### src/rtl/lockPkg.sv
// ~~~~~~~~~~~~~~~~~~~~~~~~~~~~~~
// Lock unit package
// Shared widths, ID types and the
// command opcodes of the lock unit
// ~~~~~~~~~~~~~~~~~~~~~~~~~~~~~~

`default_nettype none

package lockPkg;

    // Number of mutual-exclusion locks in the table
    localparam int numLocks = 8;

    // Bits needed to index one lock
    localparam int lockIdWidth = 3;

    // Width of the command and reply streams
    localparam int dataWidth = 64;

    // Accelerator ID, TID on the way in and TDEST on the way out
    typedef logic [3:0] accIdT;

    // Index into the lock table
    typedef logic [lockIdWidth-1:0] lockIdT;

    // Opcodes found in the low byte of a command message
    typedef enum logic [7:0] {
        // Unknown code, the message is consumed with no effect
        lockOpNone   = 8'h00,
        lockOpLock   = 8'h04,
        lockOpUnlock = 8'h06
    } lockOpT;

endpackage

`default_nettype wire

### src/rtl/lockReqIf.sv
// ~~~~~~~~~~~~~~~~~~~~~~~~~~~~~~
// Lock request channel
// Decoded commands travelling from
// the decoder to the lock table
// ~~~~~~~~~~~~~~~~~~~~~~~~~~~~~~

`default_nettype none

interface lockReqIf import lockPkg::*; ();

    logic   valid;
    logic   ready;
    lockOpT op;
    lockIdT lockId;
    accIdT  sender;

    // Decoder side
    modport source (
        output valid,
        output op,
        output lockId,
        output sender,
        input  ready
    );

    // Lock table side
    modport sink (
        input  valid,
        input  op,
        input  lockId,
        input  sender,
        output ready
    );

endinterface

`default_nettype wire

### src/rtl/lockAckIf.sv
// ~~~~~~~~~~~~~~~~~~~~~~~~~~~~~~
// Lock acknowledgement channel
// Grant or deny replies from the
// lock table to the output side
// ~~~~~~~~~~~~~~~~~~~~~~~~~~~~~~

`default_nettype none

interface lockAckIf import lockPkg::*; ();

    logic  valid;
    logic  ready;
    logic  granted;
    accIdT dest;

    // Lock table side
    modport source (
        output valid,
        output granted,
        output dest,
        input  ready
    );

    // Reply sender side
    modport sink (
        input  valid,
        input  granted,
        input  dest,
        output ready
    );

endinterface

`default_nettype wire

### src/rtl/lockCmdDecoder.sv
// ~~~~~~~~~~~~~~~~~~~~~~~~~~~~~~
// Lock command decoder
// Accepts one-beat command messages,
// decodes opcode and lock ID and
// holds one pending request
// ~~~~~~~~~~~~~~~~~~~~~~~~~~~~~~

`default_nettype none

module lockCmdDecoder import lockPkg::*; (
    input  logic                 clk,
    input  logic                 rstN,
    input  logic [dataWidth-1:0] inData,
    input  logic                 inValid,
    input  accIdT                inId,
    output logic                 inReady,
    lockReqIf.source             req
);

    logic   reqValid;
    lockOpT reqOp;
    lockIdT reqLockId;
    accIdT  reqSender;
    logic   accept;
    lockOpT decodedOp;

    // Room when empty or when the held request leaves on this edge
    assign inReady = !reqValid || req.ready;
    assign accept  = inValid && inReady;

    // Anything other than lock or unlock is marked for dropping
    always_comb begin
        case (inData[7:0])
            lockOpLock:   decodedOp = lockOpLock;
            lockOpUnlock: decodedOp = lockOpUnlock;
            default:      decodedOp = lockOpNone;
        endcase
    end

    always_ff @(posedge clk) begin
        if (!rstN) begin
            reqValid <= 1'b0;
        end else if (accept) begin
            reqValid <= 1'b1;
        end else if (req.ready) begin
            reqValid <= 1'b0;
        end
    end

    // Payload only loads on acceptance, so it holds while stalled
    always_ff @(posedge clk) begin
        if (accept) begin
            reqOp     <= decodedOp;
            reqLockId <= inData[8 +: lockIdWidth];
            reqSender <= inId;
        end
    end

    assign req.valid  = reqValid;
    assign req.op     = reqOp;
    assign req.lockId = reqLockId;
    assign req.sender = reqSender;

    // A stalled request keeps its contents until the table takes it
    assert property (@(posedge clk) disable iff (!rstN)
        req.valid && !req.ready |=>
            req.valid && $stable({req.op, req.lockId, req.sender}))
        else $error("lock request changed while stalled");

endmodule

`default_nettype wire

### src/rtl/lockTable.sv
// ~~~~~~~~~~~~~~~~~~~~~~~~~~~~~~
// Lock table
// Keeps one held bit per lock,
// grants free locks, releases on
// unlock and answers lock requests
// ~~~~~~~~~~~~~~~~~~~~~~~~~~~~~~

`default_nettype none

module lockTable import lockPkg::*; (
    input  logic      clk,
    input  logic      rstN,
    lockReqIf.sink    req,
    lockAckIf.source  ack
);

    logic [numLocks-1:0] held;
    logic                isLock;
    logic                isUnlock;
    logic                reqFire;

    assign isLock   = (req.op == lockOpLock);
    assign isUnlock = (req.op == lockOpUnlock);

    // Only a lock request needs a reply slot and everything else drains at once
    assign req.ready = isLock ? ack.ready : 1'b1;
    assign reqFire   = req.valid && req.ready;

    // Reply is formed straight from the pending request
    assign ack.valid   = req.valid && isLock;
    assign ack.granted = !held[req.lockId];
    assign ack.dest    = req.sender;

    always_ff @(posedge clk) begin
        if (!rstN) begin
            held <= '0;
        end else if (reqFire) begin
            // Any sender may release any lock since ownership is not tracked
            if (isLock) begin
                held[req.lockId] <= 1'b1;
            end else if (isUnlock) begin
                held[req.lockId] <= 1'b0;
            end
        end
    end

    // Replies only come from lock requests, never from unlock or dropped ones
    assert property (@(posedge clk) disable iff (!rstN)
        req.valid && !isLock |-> !ack.valid)
        else $error("ack raised for a non-lock request");

endmodule

`default_nettype wire

### src/rtl/lockAckSender.sv
// ~~~~~~~~~~~~~~~~~~~~~~~~~~~~~~
// Lock acknowledgement sender
// One-entry output register that
// drives replies onto the stream
// ~~~~~~~~~~~~~~~~~~~~~~~~~~~~~~

`default_nettype none

module lockAckSender import lockPkg::*; (
    input  logic                 clk,
    input  logic                 rstN,
    lockAckIf.sink               ack,
    output logic [dataWidth-1:0] outData,
    output logic                 outValid,
    output accIdT                outDest,
    input  logic                 outReady
);

    logic grantedQ;
    logic capture;

    // Free slot or the current beat leaves on this edge
    assign ack.ready = !outValid || outReady;
    assign capture   = ack.valid && ack.ready;

    always_ff @(posedge clk) begin
        if (!rstN) begin
            outValid <= 1'b0;
        end else if (capture) begin
            outValid <= 1'b1;
        end else if (outReady) begin
            outValid <= 1'b0;
        end
    end

    always_ff @(posedge clk) begin
        if (capture) begin
            grantedQ <= ack.granted;
            outDest  <= ack.dest;
        end
    end

    // Data word is 1 for granted, 0 for denied
    assign outData = {{(dataWidth-1){1'b0}}, grantedQ};

    // Reply beat is frozen while the consumer stalls
    assert property (@(posedge clk) disable iff (!rstN)
        outValid && !outReady |=>
            outValid && $stable(outData) && $stable(outDest))
        else $error("reply changed while outReady low");

endmodule

`default_nettype wire

### src/rtl/lockUnit.sv
// ~~~~~~~~~~~~~~~~~~~~~~~~~~~~~~
// Hardware lock unit
// Command stream in, grant/deny
// replies out, eight locks inside
// ~~~~~~~~~~~~~~~~~~~~~~~~~~~~~~

`default_nettype none

module lockUnit import lockPkg::*; (
    input  logic                 clk,
    input  logic                 rstN,
    // Command stream
    input  logic [dataWidth-1:0] inData,
    input  logic                 inValid,
    input  accIdT                inId,
    output logic                 inReady,
    // Reply stream
    output logic [dataWidth-1:0] outData,
    output logic                 outValid,
    input  logic                 outReady,
    output accIdT                outDest
);

    lockReqIf reqIf ();
    lockAckIf ackIf ();

    lockCmdDecoder i_lockCmdDecoder (
        .clk     (clk),
        .rstN    (rstN),
        .inData  (inData),
        .inValid (inValid),
        .inId    (inId),
        .inReady (inReady),
        .req     (reqIf.source)
    );

    lockTable i_lockTable (
        .clk  (clk),
        .rstN (rstN),
        .req  (reqIf.sink),
        .ack  (ackIf.source)
    );

    lockAckSender i_lockAckSender (
        .clk      (clk),
        .rstN     (rstN),
        .ack      (ackIf.sink),
        .outData  (outData),
        .outValid (outValid),
        .outDest  (outDest),
        .outReady (outReady)
    );

endmodule

`default_nettype wire

### config.mk
export PLATFORM = sky130hd
export DESIGN_NAME = lockUnit
export DESIGN_NICKNAME = d
export VERILOG_FILES = /design/src/rtl/lockPkg.sv /design/src/rtl/lockReqIf.sv /design/src/rtl/lockAckIf.sv /design/src/rtl/lockCmdDecoder.sv /design/src/rtl/lockTable.sv /design/src/rtl/lockAckSender.sv /design/src/rtl/lockUnit.sv
export SDC_FILE = /design/constraint.sdc
export NUM_CORES = 1
export LEC_CHECK = 0
export BUFFER_PORTS_ARGS = -buffer_cell sky130_fd_sc_hd__buf_2
export CAP_MARGIN = 20
export CORE_MARGIN = 1
export CORE_UTILIZATION = 30
export DETAILED_ROUTE_END_ITERATION = 7
export PLACE_DENSITY = 0.78
export RECOVER_POWER = 50
export SYNTH_ARGS = -nofsm -noshare
export SYNTH_HDL_FRONTEND = slang
export SYNTH_SLANG_ARGS = --single-unit
### constraint.sdc
create_clock -name clk -period 2.2 [get_ports clk]
set_input_delay 0.11 -clock clk [delete_from_list [all_inputs] [get_ports clk]]
set_output_delay 0.11 -clock clk [all_outputs]
set_load 0.005 [all_outputs]
==> results of run 1 <==
stage by stage:
step           setup slack, ps  power [uW]  hold slack (ps)  std cells  utilization (%)
2_1_floorplan            775.8       660.9            208.9        219                -
3_3_place_gp             720.9       606.7            287.6        245            30.82
3_5_place_dp             687.6       608.7            288.1        245            30.82
4_1_cts                  595.9       988.9            9.806        249            32.31
5_1_grt                  460.4        1028            2.098        249            31.79
6_report                 608.5       980.5            15.23        249            31.79
path summary, 6_finish.rpt:
check,startpoint,end,slack [ps],cells after the start
max,i_lockCmdDecoder.req.op[1]$_DFFE_PP_,inReady,610,4
min,inData[10],i_lockCmdDecoder.req.lockId[2]$_DFFE_PP_,20,1
max reg2reg,i_lockCmdDecoder.req.op[1]$_DFFE_PP_,i_lockCmdDecoder.req.sender[0]$_DFFE_PP_,680,4
min reg2reg,i_lockCmdDecoder.req.sender[3]$_DFFE_PP_,i_lockAckSender.outDest[3]$_DFFE_PP_,420,0
final cells by class:
| cell class | instances | area share (%) |
|---|---|---|
| clock inverter | 1 | 1.974 |
| clock buffer | 3 | 2.714 |
| sequential | 24 | 40.79 |
| timing repair buffer | 27 | 8.553 |
| inverter | 10 | 2.467 |
| tap | 67 | 5.510 |
| multi-input combinational | 117 | 37.99 |
worst max-delay path, cell delays in order, from the launching register on:
cell and delay [ps]:
edfxtp_1 460, nor3b_1 310, nor2b_1 270, inv_1 60, buf_2 120
metal layers:
metal | GRT usage, % | vias up | wire, um
met5 | 0 | - | 0
met4 | 4.575 | 0 | 35
met3 | 1.934 | 4 | 188
met2 | 13.37 | 54 | 1010
met1 | 9.794 | 401 | 864
li1 | - | 452 | -
power breakdown:
group	switching (uW)	total (uW)	internal [uW]
clock	141	384	243
sequential	18.4	513	494
combinational	53.6	83.9	30.3
total	213	980	768
cell families (layout without fill, tap and decap cells):
| kind of cell | after synthesis | in the layout | share of synthesized area (%) |
|---|---|---|---|
| DFF | 24 | 24 | 40.89 |
| muxes | 2 | 2 | 1.319 |
| other | 1 | 63 | 0.2471 |
| buffers and inverters | 78 | 41 | 35.37 |
| and+or+nand+nor | 30 | 30 | 12.45 |
| AOI/OAI and AO/OA | 22 | 22 | 9.729 |
layout by cell type, fill, tap and decap left out, types with 2 or more instances in the layout:
master,n
conb_1,63
buf_2,20
edfxtp_1,14
inv_1,10
dfxtp_1,10
o21ai_0,8
a211oi_1,8
clkbuf_1,6
nor2b_1,5
nor3_1,5
nor2_1,5
clkbuf_8,3
nand2_1,2
nor4b_1,2
mux2i_1,2
or3_1,2
o21a_1,2
nand2b_1,2
==> results.cfg, run 1 <==
[clock_tree]
cts_inserted_buffers = 3
cts-root-buf = clkbuf_8
holdBufCountCts = 0
cts_max_level = 1
insertion_delay_ps = 270
cts_num_sinks = 24
cts_resized = 0
cts_tree = done
cts_buffer_depth = 2
post_cts_buffers = 0
clk_pin_slew_worst_paths_ps = 90

[floorplan]
die_area_um2 = 5347
placementRows = 25
fp.dieH_um = 73.13
die_x_um = 73.13
core-area_um2 = 4786
io_pins = 142
start_util_pct = 31.71

[finish]
multiInputGateArea_um2 = 578.1
stdcell_area_um2 = 1521
fill_cells = 509
nets = 255
drive_above_1_share_pct = 14.29
antenna_cells = 0
seq_area_um2 = 620.6
syn_to_final_growth_pct = 0.2473

[setup_path]
crit_fanout = 5
critPathLaunchType = flop
cp_data_arrival_time_ps = 1480
critPathKind = flop to output pin
worstPathRequired_ps = 2090
timing.critical_path.to_type = output pin

[yosys]
syn_area_per_cell_um2 = 9.667
yosysMostFrequentCell = buf_4
synth.area.top_cells = buf_4 (32%), edfxtp_1 (28%), dfxtp_1 (13%)
synthTopCellsByCount = buf_4 (65), edfxtp_1 (14), dfxtp_1 (10), inv_1 (10)
ys_warn_count = 0
yosysTopAreaCellShare_pct = 32.15
ys_async_sr_fraction_pct = 0
synth_enable_flop_cells = 14
yosysSeqAreaShare_pct = 40.89
yosysTopAreaCell = buf_4
synth_area_um2 = 1518
ys_types = 28
synth_ff_type = edfxtp_1
syn_inst = 157
ys_ff_latch = 24

[detailed_routing]
drc = 0
firstDrtPassIters = 4
wirelength_um = 2099
drt_iter0_markers = 18
vias_per_cell = 3.659
antenna_left = 0
num_vias = 911
wl_per_cell_um = 8.430

[placement]
numPortBuffers = 25
placed_area_um2 = 1475
dp_hpwl_um = 1662
gp_congestion = 0.8976

[timing]
skew_ps = 5.049
rsz0062_at_grt = false
finalHoldViolations = 0
timing.final.crit_share_pct = 72.34
finalMaxSlewViolations = 0
setup_viol = 0
clock.fmax_mhz = 628.3
layout_min_cycle_time_ps = 1592
tns_ps = 0

[global_routing]
antenna_found_initial = 0
first_global_vias = 756
grt_max_degree = 15
grt_overflow = 0
grt_pass1_wl_um = 3284
grt_usage_pct = 8.163

[power_and_ir_drop]
power_leakage_uw = 0.0006237
vdd_drop_max_mv = 0.2657
powerDensity_nw_per_um2 = 644.4

[hold_path]
hold_class = input pin to flop

[job]
drv_cap = 0

[run_status]
run_status = finished clean
Power figures use the tool's default switching activity.
==> inputs of run 2 (changes only) <==
clock period = 1.5 ns   (was 2.2 ns; I/O delays follow)
==> run 2 against run 1 <==
Effect of this change:
- sequential power up 46%
- largest cell class unchanged
- largest power group unchanged
- setup slack worse by 550 ps
- cell count grew 5.6%
- die area is the same
- critical path depth rose by 1
- worst hold slack better by 11 ps
- register-to-register slack worse by 600 ps
- clock skew is 2.4 ps lower
- first-iteration DRC count fell by 5.6%
- non-clock buffer count increased by 14
- wire length up 12%
- sequential share of layout area fell by 3.3 points
==> results.cfg, run 2 (synthesis results as in run 1) <==
[setup_path]
worstPathRequired_ps = 1420
path_cells = nor3b_2, nor2b_2, buf_4, inv_1, buf_2
timing.critical_path.to_type = output pin
critPathLaunchType = flop
rr_startpoint = i_lockCmdDecoder.req.valid$_SDFFE_PN0P_
crit_path_start = i_lockCmdDecoder.req.op[1]$_DFFE_PP_
cp_data_arrival_time_ps = 1370
slowest_delay_ps = 410
crit_fanout = 2
critPathKind = flop to output pin
worst-path-stages = 5
r2r_slack_ps = 80
crit_slowest_cell = edfxtp_1
ff2ff_path_depth = 4
cp_num_buf_inv = 3
critPathCapture = inReady
crit_family = simple AND/OR/NAND/NOR gates

[global_routing]
grt_pass1_wl_um = 3663
first_global_vias = 808
antenna_found_initial = 0
grt_overflow = 0
grt_usage_pct = 9.362
grt_max_degree = 15

[detailed_routing]
drt_iter0_markers = 17
antenna_left = 0
wirelength_um = 2342
firstDrtPassIters = 4
wl_per_cell_um = 8.905
num_vias = 966
drc = 0
vias_per_cell = 3.673

[finish]
nets = 269
layout_common_cells = conb_1 (63), buf_2 (22), edfxtp_1 (14)
mostFrequentLayoutCell = conb_1
fill_cells = 505
syn_to_final_growth_pct = 9.151
antenna_cells = 0
stdcell_area_um2 = 1657
drive_above_1_share_pct = 19.39

[clock_tree]
cts_tree = done
cts_max_level = 1
clk_pin_slew_worst_paths_ps = 80
cts_buffer_depth = 2
cts-root-buf = clkbuf_8
insertion_delay_ps = 260
cts_inserted_buffers = 3
post_cts_buffers = 0
cts_num_sinks = 24

[power_and_ir_drop]
powerDensity_nw_per_um2 = 885.9
pwr-share-comb_pct = 10.5
power_leakage_uw = 0.0006970
p_clk_share_pct = 38.4
switching_share_pct = 21.81
intPower_uw = 1148
p_switching_uw = 320.0
seqPwrFrac_pct = 51.1
vdd_drop_max_mv = 0.6113

[floorplan]
fp.dieH_um = 73.13
die_area_um2 = 5347
core-area_um2 = 4786
start_util_pct = 31.71
die_x_um = 73.13
io_pins = 142
placementRows = 25

[hold_path]
min_from = inValid
hold_class = input pin to flop

[timing]
skew_ps = 2.655
finalMaxSlewViolations = 0
rsz0062_at_grt = true
layout_min_cycle_time_ps = 1444
finalHoldViolations = 0
clock.fmax_mhz = 692.6
setup_viol = 0
hold_slack_ps = 25.98
timing.final.crit_share_pct = 96.26

[placement]
gp_congestion = 0.9107
dp_hpwl_um = 1784
placed_area_um2 = 1528
numPortBuffers = 25

[run_status]
run_status = finished clean

[job]
drv_cap = 0
-- run 2: worst min path at each step --
stage	end	slack (ps)	cells after the start
after floorplan	i_lockCmdDecoder.req.lockId[0]$_DFFE_PP_	170	0
after global placement	i_lockCmdDecoder.req.lockId[1]$_DFFE_PP_	250	1
after detailed placement	i_lockCmdDecoder.req.lockId[2]$_DFFE_PP_	250	1
after CTS	i_lockCmdDecoder.req.valid$_SDFFE_PN0P_	20	2
after global routing	i_lockCmdDecoder.req.valid$_SDFFE_PN0P_	20	2
final	i_lockCmdDecoder.req.valid$_SDFFE_PN0P_	30	2
-- run 2: timing repair --
action | 4_1_cts | 5_1_grt
setup endpoints to repair | 10 | 10
hold endpoints to repair | 7 | 0
gates resized for setup | 0 | 3
hold buffers | 7 | 0
-- run 2: through the flow --
stage	setup WS (ps)	cells	power (uW)	setup TNS (ps)	util (%)
finish	56.12	263	1468	0	34.61
global route	-43.21	263	1545	-56.52	34.61
CTS	-33.34	263	1483	-327.3	34.88
detailed placement	-23.70	252	904.8	-211.4	31.92
global placement	-7.829	252	900.4	-68.74	31.92
floorplan	75.82	219	969.4	0	-
-- run 2: power by group through the flow --
stage / logic, uW / registers (uW) / clock network [uW]
floorplan: 220 / 749 / 0
global placement: 138 / 763 / 0
detailed placement: 140 / 764 / 0
CTS: 154 / 749 / 580
global route: 181 / 753 / 611
finish: 154 / 749 / 564
-- run 2: layout make-up --
type | count | area [um2] | share of cell area, %
Clock buffer | 3 | 41.29 | 2.492
Clock inverter | 1 | 30.03 | 1.813
Inverter | 10 | 37.54 | 2.266
Tap cell | 67 | 83.83 | 5.060
Sequential cell | 24 | 620.6 | 37.46
Multi-Input combinational cell | 117 | 588.1 | 35.50
Timing Repair Buffer | 41 | 255.2 | 15.41
-- run 2: metal layers --
layer,GRT usage [%],vias to the layer above,share of wire (%)
met5,0,-,0
met4,5.882,0,1.4
met3,1.796,2,6.2
met2,16.36,46,53
met1,10.40,436,39
li1,-,482,-
